[src/verilog/hpf_macros.svh]
`ifndef HPF_MACROS_SVH
`define HPF_MACROS_SVH

// ============================================================
// single precision float layout
// ============================================================
`define FP_W      32 // whole word
`define FP_EXP_W  8  // exponent field
`define FP_MAN_W  23 // stored mantissa, hidden one not included
`define FP_BIAS   127

// ============================================================
// filter coefficient
// ============================================================
// omega ~ 0.8883648, 5 Hz cut-off at 250 Hz sampling
`define HPF_OMEGA 32'h3f636be3

// ============================================================
// unit latencies, acceptance to result strobe
// ============================================================
`define FP_ADD_LAT 3 // align / add / normalize
`define FP_MUL_LAT 2 // multiply / normalize

`endif

[src/verilog/hpf_pkg.sv]
`default_nettype none

`include "hpf_macros.svh"

package hpf_pkg;

	// ============================================================
	// float word views
	// ============================================================
	typedef struct packed {
		logic                 sign; // 1 = negative
		logic [`FP_EXP_W-1:0] exp;  // biased, 0 taken as zero
		logic [`FP_MAN_W-1:0] man;  // fraction without hidden one
	} fp_fields_t;

	// same 32 bits, raw on the ports, fields inside the units
	typedef union packed {
		logic [`FP_W-1:0] raw;
		fp_fields_t       f;
	} fp_word_u;

	// ============================================================
	// sequencer FSM
	// ============================================================
	typedef enum logic [1:0] {
		IDLE  = 2'd0, // waiting for a sample
		ISSUE = 2'd1, // strobing operands of the current step
		WAIT  = 2'd2, // waiting for result strobes
		DONE  = 2'd3  // output valid, waiting for ack
	} seq_state_e;

endpackage

`default_nettype wire

[src/verilog/fp_op_if.sv]
`timescale 1ns/10ps
`default_nettype none

`include "hpf_macros.svh"

interface fp_op_if;
	logic [`FP_W-1:0] a;      // operand a
	logic [`FP_W-1:0] b;      // operand b
	logic             ab_stb; // operands valid
	logic             ab_ack; // unit empty, can take operands
	logic [`FP_W-1:0] z;      // result
	logic             z_stb;  // result valid, held until z_ack
	logic             z_ack;  // result taken

	modport issuer (output a, b, ab_stb, z_ack, input ab_ack, z, z_stb);
	modport unit   (input a, b, ab_stb, z_ack, output ab_ack, z, z_stb);
endinterface

`default_nettype wire

[src/verilog/fp_adder.sv]
`timescale 1ns/10ps
`default_nettype none

`include "hpf_macros.svh"

module fp_adder import hpf_pkg::*; (
	input wire    i_CLK,
	input wire    i_RSTN,
	fp_op_if.unit op
);
	localparam int SIG_W = `FP_MAN_W + 1; // significand with hidden one

	// leading zeros of a significand, SIG_W when all zero
	function automatic logic [4:0] lzc(input logic [SIG_W-1:0] v);
		logic [4:0] n;
		n = 5'(SIG_W);
		for (int i = 0; i < SIG_W; i++)
			if (v[i]) n = 5'(SIG_W - 1 - i); // highest set bit wins
		return n;
	endfunction

	logic [`FP_ADD_LAT-1:0] vld; // one valid per stage, last one is z_stb
	logic                   accept;

	// ============================================================
	// stage 1  order by magnitude and align
	// ============================================================
	fp_word_u             w_a, w_b, w_big, w_small;
	logic                 a_ge_b;
	logic [`FP_EXP_W-1:0] exp_diff;
	logic [SIG_W-1:0]     big_sig, small_sig;

	always_comb begin
		w_a.raw   = op.a;
		w_b.raw   = op.b;
		a_ge_b    = {w_a.f.exp, w_a.f.man} >= {w_b.f.exp, w_b.f.man}; // exponent first
		w_big     = a_ge_b ? w_a : w_b;
		w_small   = a_ge_b ? w_b : w_a;
		exp_diff  = w_big.f.exp - w_small.f.exp;
		big_sig   = (w_big.f.exp == '0) ? '0 : {1'b1, w_big.f.man};
		small_sig = (w_small.f.exp == '0) ? '0 : {1'b1, w_small.f.man};
	end

	logic                 s1_sign, s1_sub;
	logic [`FP_EXP_W-1:0] s1_exp;
	logic [SIG_W-1:0]     s1_big, s1_small;

	// ============================================================
	// stage 2  add or subtract, stage 3  normalize
	// ============================================================
	logic                 s2_sign;
	logic [`FP_EXP_W-1:0] s2_exp;
	logic [SIG_W:0]       s2_sum;  // one carry bit on top

	logic [4:0]               lz;
	logic [SIG_W-1:0]         norm_sig;
	logic signed [`FP_EXP_W+1:0] res_exp; // room for underflow below 0
	logic [`FP_MAN_W-1:0]     res_man;
	fp_word_u                 res;
	logic [`FP_W-1:0]         r_z;

	always_comb begin
		lz       = lzc(s2_sum[SIG_W-1:0]);
		norm_sig = s2_sum[SIG_W-1:0] << lz;
		if (s2_sum[SIG_W]) begin // carry out, shift right one and drop the lsb
			res_exp = {2'b00, s2_exp} + 10'd1;
			res_man = s2_sum[SIG_W-1:1];
		end else begin
			res_exp = {2'b00, s2_exp} - {5'd0, lz};
			res_man = norm_sig[`FP_MAN_W-1:0];
		end
		if (s2_sum == '0 || res_exp <= 0) begin
			res.raw = '0; // exact zero and underflow give +0
		end else begin
			res.f.sign = s2_sign;
			res.f.exp  = res_exp[`FP_EXP_W-1:0];
			res.f.man  = res_man;
		end
	end

	// ============================================================
	// handshake
	// ============================================================
	assign op.ab_ack = ~|vld; // empty unit only
	assign accept    = op.ab_stb & op.ab_ack;
	assign op.z_stb  = vld[`FP_ADD_LAT-1];
	assign op.z      = r_z;

	always_ff @(posedge i_CLK or negedge i_RSTN) begin
		if (!i_RSTN) begin
			vld <= '0;
		end else begin
			vld[0] <= accept;
			vld[1] <= vld[0];
			vld[`FP_ADD_LAT-1] <= vld[1] | (op.z_stb & ~op.z_ack); // hold until ack
		end
	end

	always_ff @(posedge i_CLK) begin
		if (accept) begin
			s1_sign  <= w_big.f.sign;
			s1_sub   <= w_big.f.sign ^ w_small.f.sign;
			s1_exp   <= w_big.f.exp;
			s1_big   <= big_sig;
			s1_small <= small_sig >> exp_diff; // shifted-out bits are lost
		end
		if (vld[0]) begin
			s2_sign <= s1_sign;
			s2_exp  <= s1_exp;
			s2_sum  <= s1_sub ? {1'b0, s1_big} - {1'b0, s1_small}
			                  : {1'b0, s1_big} + {1'b0, s1_small};
		end
		if (vld[1])
			r_z <= res.raw;
	end
endmodule

`default_nettype wire

[src/verilog/fp_multiplier.sv]
`timescale 1ns/10ps
`default_nettype none

`include "hpf_macros.svh"

module fp_multiplier import hpf_pkg::*; (
	input wire    i_CLK,
	input wire    i_RSTN,
	fp_op_if.unit op
);
	localparam int SIG_W = `FP_MAN_W + 1;

	logic [`FP_MUL_LAT-1:0] vld; // stage valids, top bit is z_stb
	logic                   accept;
	fp_word_u               w_a, w_b, res;

	// ============================================================
	// stage 1  significand product and raw exponent
	// ============================================================
	logic                        s1_sign, s1_zero;
	logic signed [`FP_EXP_W+1:0] s1_exp;
	logic [2*SIG_W-1:0]          s1_prod;

	always_comb begin
		w_a.raw = op.a;
		w_b.raw = op.b;
	end

	// ============================================================
	// stage 2  normalize by at most one place
	// ============================================================
	logic signed [`FP_EXP_W+1:0] res_exp;
	logic [`FP_MAN_W-1:0]        res_man;
	logic [`FP_W-1:0]            r_z;

	always_comb begin
		if (s1_prod[2*SIG_W-1]) begin // product in [2,4)
			res_exp = s1_exp + 10'sd1;
			res_man = s1_prod[2*SIG_W-2 -: `FP_MAN_W];
		end else begin
			res_exp = s1_exp;
			res_man = s1_prod[2*SIG_W-3 -: `FP_MAN_W]; // lower bits truncated
		end
		if (s1_zero || res_exp <= 0) begin
			res.raw = '0;
		end else begin
			res.f.sign = s1_sign;
			res.f.exp  = res_exp[`FP_EXP_W-1:0];
			res.f.man  = res_man;
		end
	end

	assign op.ab_ack = ~|vld;
	assign accept    = op.ab_stb & op.ab_ack;
	assign op.z_stb  = vld[`FP_MUL_LAT-1];
	assign op.z      = r_z;

	always_ff @(posedge i_CLK or negedge i_RSTN) begin
		if (!i_RSTN) begin
			vld <= '0;
		end else begin
			vld[0] <= accept;
			vld[`FP_MUL_LAT-1] <= vld[0] | (op.z_stb & ~op.z_ack);
		end
	end

	always_ff @(posedge i_CLK) begin
		if (accept) begin
			s1_sign <= w_a.f.sign ^ w_b.f.sign;
			s1_zero <= (w_a.f.exp == '0) || (w_b.f.exp == '0); // zero operand
			s1_exp  <= {2'b00, w_a.f.exp} + {2'b00, w_b.f.exp} - 10'(`FP_BIAS);
			s1_prod <= {1'b1, w_a.f.man} * {1'b1, w_b.f.man};
		end
		if (vld[0])
			r_z <= res.raw;
	end
endmodule

`default_nettype wire

[src/verilog/hpf_sequencer.sv]
`timescale 1ns/10ps
`default_nettype none

`include "hpf_macros.svh"

module hpf_sequencer import hpf_pkg::*; (
	input  wire              i_CLK,
	input  wire              i_RSTN,
	input  wire  [`FP_W-1:0] i_x_data,  // sample x[n]
	input  wire              i_x_valid,
	output logic             o_x_ready, // high in IDLE only
	output logic [`FP_W-1:0] o_y_data,  // filter output y[n]
	output logic             o_y_valid, // held until i_y_ack
	input  wire              i_y_ack,
	fp_op_if.issuer          add,
	fp_op_if.issuer          mul
);
	// y[n] = omega*y[n-1] + omega*(x[n] - x[n-1])
	//   step 0  d = x[n] + (-x[n-1])   p = omega*y[n-1]
	//   step 1  q = omega*d
	//   step 2  y = q + p

	seq_state_e r_state;
	logic [1:0] r_step;

	// ============================================================
	// history and intermediates
	// ============================================================
	logic [`FP_W-1:0] r_x_cur;  // x[n]
	logic [`FP_W-1:0] r_x_prev; // x[n-1]
	logic [`FP_W-1:0] r_y_prev; // y[n-1]
	logic [`FP_W-1:0] r_d;      // x[n] - x[n-1]
	logic [`FP_W-1:0] r_p;      // omega*y[n-1]
	logic [`FP_W-1:0] r_q;      // omega*d

	logic use_add;  // adder busy in this step
	logic use_mul;  // multiplier busy in this step
	logic w_issue;  // all needed units take operands this cycle
	logic w_retire; // all needed results present this cycle

	assign use_add = (r_step != 2'd1);
	assign use_mul = (r_step != 2'd2);

	assign w_issue  = (r_state == ISSUE)
	                  && (!use_add || add.ab_ack) && (!use_mul || mul.ab_ack);
	assign w_retire = (r_state == WAIT)
	                  && (!use_add || add.z_stb) && (!use_mul || mul.z_stb);

	// strobes go out together so step 0 starts both units on one edge
	assign add.ab_stb = w_issue & use_add;
	assign mul.ab_stb = w_issue & use_mul;
	assign add.z_ack  = w_retire & use_add;
	assign mul.z_ack  = w_retire & use_mul;

	// ============================================================
	// operand select
	// ============================================================
	assign add.a = (r_step == 2'd2) ? r_q : r_x_cur;
	assign add.b = (r_step == 2'd2) ? r_p
	                                : {~r_x_prev[`FP_W-1], r_x_prev[`FP_W-2:0]}; // -x[n-1]
	assign mul.a = `HPF_OMEGA; // every product uses omega
	assign mul.b = (r_step == 2'd1) ? r_d : r_y_prev;

	assign o_x_ready = (r_state == IDLE);
	assign o_y_valid = (r_state == DONE);

	// ============================================================
	// FSM and history
	// ============================================================
	always_ff @(posedge i_CLK or negedge i_RSTN) begin
		if (!i_RSTN) begin
			r_state  <= IDLE;
			r_step   <= 2'd0;
			r_x_cur  <= '0; // history starts at zero
			r_x_prev <= '0;
			r_y_prev <= '0;
			o_y_data <= '0;
		end else begin
			case (r_state)
				IDLE: begin
					if (i_x_valid && o_x_ready) begin
						r_x_prev <= r_x_cur;  // shift on the taking edge
						r_x_cur  <= i_x_data;
						r_y_prev <= o_y_data; // last output
						r_step   <= 2'd0;
						r_state  <= ISSUE;
					end
				end
				ISSUE: begin
					if (w_issue)
						r_state <= WAIT;
				end
				WAIT: begin
					if (w_retire) begin
						if (r_step == 2'd2) begin
							o_y_data <= add.z; // q + p
							r_step   <= 2'd0;
							r_state  <= DONE;
						end else begin
							r_step  <= r_step + 2'd1;
							r_state <= ISSUE;
						end
					end
				end
				DONE: begin
					if (i_y_ack)
						r_state <= IDLE; // ready again the cycle after ack
				end
				default: r_state <= IDLE;
			endcase
		end
	end

	// intermediate results, captured on the acking cycle
	always_ff @(posedge i_CLK) begin
		if (w_retire && r_step == 2'd0) begin
			r_d <= add.z;
			r_p <= mul.z;
		end
		if (w_retire && r_step == 2'd1)
			r_q <= mul.z;
	end
endmodule

`default_nettype wire

[src/verilog/hpf_top.sv]
`timescale 1ns/10ps
`default_nettype none

`include "hpf_macros.svh"

module hpf_top (
	input  wire              i_CLK,
	input  wire              i_RSTN,     // async, active low
	input  wire  [`FP_W-1:0] i_x_data,   // float sample in
	input  wire              i_x_valid,
	output logic             o_x_ready,
	output logic [`FP_W-1:0] o_y_data,   // float result out
	output logic             o_y_valid,
	input  wire              i_y_ack
);
	// ============================================================
	// one shared adder, one shared multiplier
	// ============================================================
	fp_op_if add_if ();
	fp_op_if mul_if ();

	hpf_sequencer u_sequencer (
		.i_CLK     (i_CLK),
		.i_RSTN    (i_RSTN),
		.i_x_data  (i_x_data),
		.i_x_valid (i_x_valid),
		.o_x_ready (o_x_ready),
		.o_y_data  (o_y_data),
		.o_y_valid (o_y_valid),
		.i_y_ack   (i_y_ack),
		.add       (add_if.issuer),
		.mul       (mul_if.issuer)
	);

	fp_adder u_adder (
		.i_CLK  (i_CLK),
		.i_RSTN (i_RSTN),
		.op     (add_if.unit)
	);

	fp_multiplier u_multiplier (
		.i_CLK  (i_CLK),
		.i_RSTN (i_RSTN),
		.op     (mul_if.unit)
	);
endmodule

`default_nettype wire
[config.mk]
export PLATFORM = sky130hd
export DESIGN_NAME = hpf_top
export DESIGN_NICKNAME = d
export VERILOG_FILES = /design/src/verilog/hpf_pkg.sv /design/src/verilog/fp_op_if.sv /design/src/verilog/fp_adder.sv /design/src/verilog/fp_multiplier.sv /design/src/verilog/hpf_sequencer.sv /design/src/verilog/hpf_top.sv
export VERILOG_INCLUDE_DIRS = /design/src /design/src/verilog
export SDC_FILE = /design/constraint.sdc
export NUM_CORES = 1
export LEC_CHECK = 0
export CORE_ASPECT_RATIO = 0.75
export CORE_MARGIN = 1.5
export CORE_UTILIZATION = 64
export DETAILED_ROUTE_END_ITERATION = 8
export DONT_BUFFER_PORTS = 1
export PLACE_DENSITY = 0.91
export SYNTH_ARGS = -nofsm -noshare
export SYNTH_HDL_FRONTEND = slang
export SYNTH_SLANG_ARGS = --single-unit
export TNS_END_PERCENT = 10
[constraint.sdc]
create_clock -name i_CLK -period 9.6 [get_ports i_CLK]
set_input_delay 1.92 -clock i_CLK [delete_from_list [all_inputs] [get_ports i_CLK]]
set_output_delay 1.92 -clock i_CLK [all_outputs]
set_load 0.02 [all_outputs]
Word-level counts from Yosys, hierarchy flattened
Index checks and enable logic that the tools add are counted.

Reduce and logical (&&, ||, !) cells: 30. Shift operators: 2. Multiplexer cells: 46. Multiply operators: 1. $lt $le $gt $ge: 3. Equal/unequal tests: 11. Bitwise logic cells: 14. Add/sub/neg operators: 9.

Operator list (count): $mux W32 (5); $mux W5 (16); $mul A24 B24 Y48 const A (1); $mux W24 (2); $mux W23 (2); $mux W4 (8); $ge A31 B31 Y1 (1); $add A24 B24 Y25 (1); $logic_not A25 Y1 (1); $mux W25 (1); $sub A24 B24 Y25 (1); $logic_not A8 Y1 (3); $shl A24 B5 Y23 (1); $shr A24 B8 Y24 (1); $le A10 B1 Y1 const B (2); $mux W10 (2); $mux W2 (8); $add A10 B2 Y10 const B (1); $sub A10 B7 Y10 const B (1); $add A7 B8 Y9 const A (1); $add A8 B1 Y9 const B (1); $sub A8 B5 Y9 (1); $and A1 B1 Y1 (8); $ne A2 B1 Y1 const B (4); 20 further kinds (43).

Output and inout port bits: 34. Register bits: 449. Bits of input ports: 36.

Depth between registers and ports, before layout
Word-level depth: 28. Gate-level depth with buffers: 32.

Modules after synthesis
Synthesis repeated with hierarchy kept, for this count alone.

Cells, all modules: 3992. Area, all modules: 41871.4 um2.

By module, submodules not included: fp_multiplier (cells an instance 2310, sequential area each 2122.0 um2, instances 1, area each 21513.1 um2); fp_adder (cells an instance 1124, sequential area each 3798.6 um2, instances 1, area each 10680.2 um2); hpf_sequencer (cells an instance 558, sequential area each 6185.9 um2, instances 1, area each 9678.0 um2).

Worst setup path after synthesis
No wires, ideal clock.

Path kind: flip-flop to flip-flop. Start point: register u_sequencer.r_step[1]. End point: register u_multiplier.s1_prod[47] (data pin). Stages on the path, launching flop included: 29. Path slack: 887 ps. Path buffers: 3. Data required time: 9340 ps. Arrival time: 8453 ps. Path through: dfrtp_1 > nand2b_1 > clkbuf_1 > clkbuf_1 > buf_1 > mux2i_1 > inv_1 > fa_1 > inv_1 > fa_1 > fa_1 > fa_1 > fa_1 > inv_1 > fa_1 > fa_1 > ha_1 > a21o_1 > a21o_1 > a2111oi_0 > nor3_1 > nor3_1 > o211ai_1 > o21a_1 > a41o_1 > o21ai_0 > o2111ai_1 > a21oi_1 > xnor2_1.

Cells in the longest elaborated chain, start to end: 3.

RTL lines: from (decl) (RTL line hpf_sequencer.sv:24) `logic [1:0] r_step;`; from (signal assigned) (RTL line hpf_sequencer.sv:100) `r_step <= r_step + 2'd1;`; $eq A2 B1 Y1 (RTL line hpf_sequencer.sv:62) `assign mul.b = (r_step == 2'd1) ? r_d : r_y_prev;`; $mux W32 (RTL line hpf_sequencer.sv:62); $mul A24 B24 Y48 (RTL line fp_multiplier.sv:72) `s1_prod <= {1'b1, w_a.f.man} * {1'b1, w_b.f.man};`; to (signal assigned) (RTL line fp_multiplier.sv:72); to (decl) (RTL line fp_multiplier.sv:22) `logic [2*SIG_W-1:0] s1_prod;`.

No other way between the ends. A chain may end at the register's enable or synchronous reset.

Worst setup path after layout
Same ends and word-level chain as after synthesis.

==> results.cfg <==
[timing]
worst_pin_slew_ns = 1.29
finalHoldViolCount = 0
period_share_pct = 95.3
setup-violations-final = 0
finClkSkew_ns = 0.0171
drv_slew = 0
max_freq_mhz = 109
period_minus_slack_ns = 9.15
fin_ws_ns = 0.454
relSlewSlack_pct = 13.8
grt_setup_unrepaired = false
tns_ns = 0

[detailed_routing]
wire_per_inst_um = 25.4
totalWireLength_mm = 86.1
first_pass_iters = 8
antenna_left = 0
drc = 0
drt-vias-per-instance = 6.45
drt_iter0_markers = 2718
vias = 21800

[worst_setup_path]
cp_common_cell = fa_1
crit_start = u_sequencer.r_step[1]$_DFFE_PN0P_
critPathLaunchType = flop
slowest_delay_ns = 0.58
rr_startpoint = u_sequencer.r_step[1]$_DFFE_PN0P_
slowest_stage = fa_1
critPathKind = flop to flop
cp_max_fo = 15
cp.arrival_ns = 9.47
worstPathRequired_ns = 9.92
worst_setup_path_end_kind = flop

[synth]
synth_top_cells_by_area = edfxtp_1 27%, fa_1 15%, ha_1 12%, dfrtp_1 11%, mux2_2 6.1%
synth_xor_area_share_pct = 2.85
synth_nets = 3278
synthSimpleGateAreaFrac_pct = 7.52
async_reset_ff_share_pct = 32.2
yosys_register_bits = 426
synth_compound_area_share_pct = 7.91
synth_top_family_by_area = adder cells
synth-edff-count = 289
synth_most_common_cell = inv_1
syn_area_um2 = 31700
synthMuxAreaShare_pct = 11.9
synth_warnings = 0
synth_area_leader_cell = edfxtp_1
synth_common_cells = 358 x inv_1, 293 x ha_1, 289 x edfxtp_1
ys_seq_area_share_pct = 38.3
synth_cell_types = 81
synth_adder_area_share_pct = 26.2
synth_top_cell_area_share_pct = 27.4
synthCells = 2719
syn_area_per_cell_um2 = 11.6
yosys_most_used_dff = edfxtp_1

[layout]
num_antenna_cells = 0
fin_nets = 3264
drive_gt1_share_pct = 11.7
final.fill_count = 3311
syn_to_final_growth_pct = 6.47
final_util_pct = 69.1

[grt]
grt_util_met2_pct = 52.4
overflow = 0
first_global_vias = 21900
track_usage_pct = 34.9
grt_start_max_net_pins = 138
grt_pass1_wl_mm = 133
groute.layer.met3.usage_pct = 8.61
grt-busiest-layer = met2
antenna_found_initial = 3
use_met1_pct = 51.9

[floorplanning]
rows = 70
ioPinCount = 70
dieArea_um2 = 50800
start_util_pct = 64.9
dieWidth_um = 260
die_y_um = 196
core_region_area_um2 = 48800

[cts]
cts_setup_buffers = 0
clk_latency_ns = 0.58
cts_tree = built
cts_buffers = 42
ctsLongestPathBuffers = 3
cts-root-buf = clkbuf_16
htree_levels = 2
ctsHoldBuffers = 0
clkSlewWorstSetupHoldPaths_ns = 0.07
cts_resized = 0
cts_sinks = 426

[hold_path]
hold_path_class = flop to flop
hp-start = u_adder.s1_exp[0]$_DFFE_PP_

[placement]
globalplace.congestion = 0.997
post-place-ws_ns = 0.763
portBuffers = 0
dpl.hpwl_mm = 67.0

[status]
status = complete, no violations

[run]
max-cap-violations = 0
[cells by family after synthesis]
family | count (synthesis)
xor gates and xnor gates | 102
adders and majority gates | 524
AOI/OAI and AO/OA | 374
buffers and inverters | 446
muxes | 336
DFF | 426
and+or+nand+nor | 511
[path summary, 6_finish.rpt]
path                                                       end  slack (ns)  cells past startpoint
max reg2reg                 u_multiplier.s1_prod[47]$_DFFE_PP_        0.45                     28
max in group asynchronous  u_sequencer.r_y_prev[7]$_DFFE_PN0P_        8.15                      0
min reg2reg                        u_adder.s2_exp[0]$_DFFE_PP_        0.42                      0
min                                u_adder.s2_exp[0]$_DFFE_PP_        0.42                      0
min in group asynchronous   u_sequencer.r_x_cur[6]$_DFFE_PN0P_        1.04                      0
max                         u_multiplier.s1_prod[47]$_DFFE_PP_        0.45                     28
[cell usage in the layout (no fill, tap or decap), types with 39 or more instances in the layout]
master / n
xnor2_1: 77
mux2i_1: 150
a21oi_1: 116
dfrtp_1: 137
nor3_1: 39
edfxtp_1: 289
mux2_2: 171
nor2_1: 197
ha_1: 293
o21ai_0: 40
clkbuf_16: 42
fa_1: 230
inv_1: 358
nand2_1: 110
a211oi_1: 58
[stage by stage]
stage                     hold slack [ns]  instances  instance area, um^2
after floorplan                     0.400       2719                31700
after global placement              0.407       3309                32400
after detailed placement            0.405       3309                32400
after CTS                           0.420       3385                33700
after global routing                0.422       3385                33700
final                               0.418       3385                33700
[worst max-delay path: cells and delay by family, from the launching register on]
| kind | cells | cell delay [ns] |
|---|---|---|
| muxes | 1 | 0.43 |
| AOI/OAI and AO/OA | 9 | 2.53 |
| DFF | 1 | 0.43 |
| buffers and inverters | 6 | 0.94 |
| adders and majority gates | 8 | 3.47 |
| xor gates and xnor gates | 1 | 0.08 |
| and+or+nand+nor | 3 | 0.98 |
[registers in the layout, summed over array words and instances, names as in the netlist, 8 cells and up]
signal,count
u_adder.op.z,32
u_multiplier.op.z,32
u_sequencer.o_y_data,32
u_sequencer.r_d,32
u_sequencer.r_p,32
u_sequencer.r_q,32
u_sequencer.r_x_cur,32
u_sequencer.r_x_prev,32
u_sequencer.r_y_prev,32
u_adder.s2_sum,25
u_multiplier.s1_prod,25
u_adder.s1_big,24
u_adder.s1_small,24
u_multiplier.s1_exp,10
u_adder.s1_exp,8
u_adder.s2_exp,8
[final cells by class]
cell class	instances	area, um^2	share of cell area, %
inverter	359	1350	4.00
timing repair buffer	29	218	0.646
sequential	426	12100	35.9
multi-input combinational	1847	17900	53.2
tap	648	811	2.41
clock buffer	57	1120	3.32
clock inverter	19	183	0.542
[layer usage]
metal	wire length (um)	share of wire [%]	up-vias
li1	-	-	9482
met1	36100	42	10900
met2	38300	45	1273
met3	9930	12	153
met4	1720	2.0	4
met5	28	0.033	-
Power is left out: the tool's default activity adds up to more than one toggle a clock period on the data nets, which glitch-free logic cannot reach.
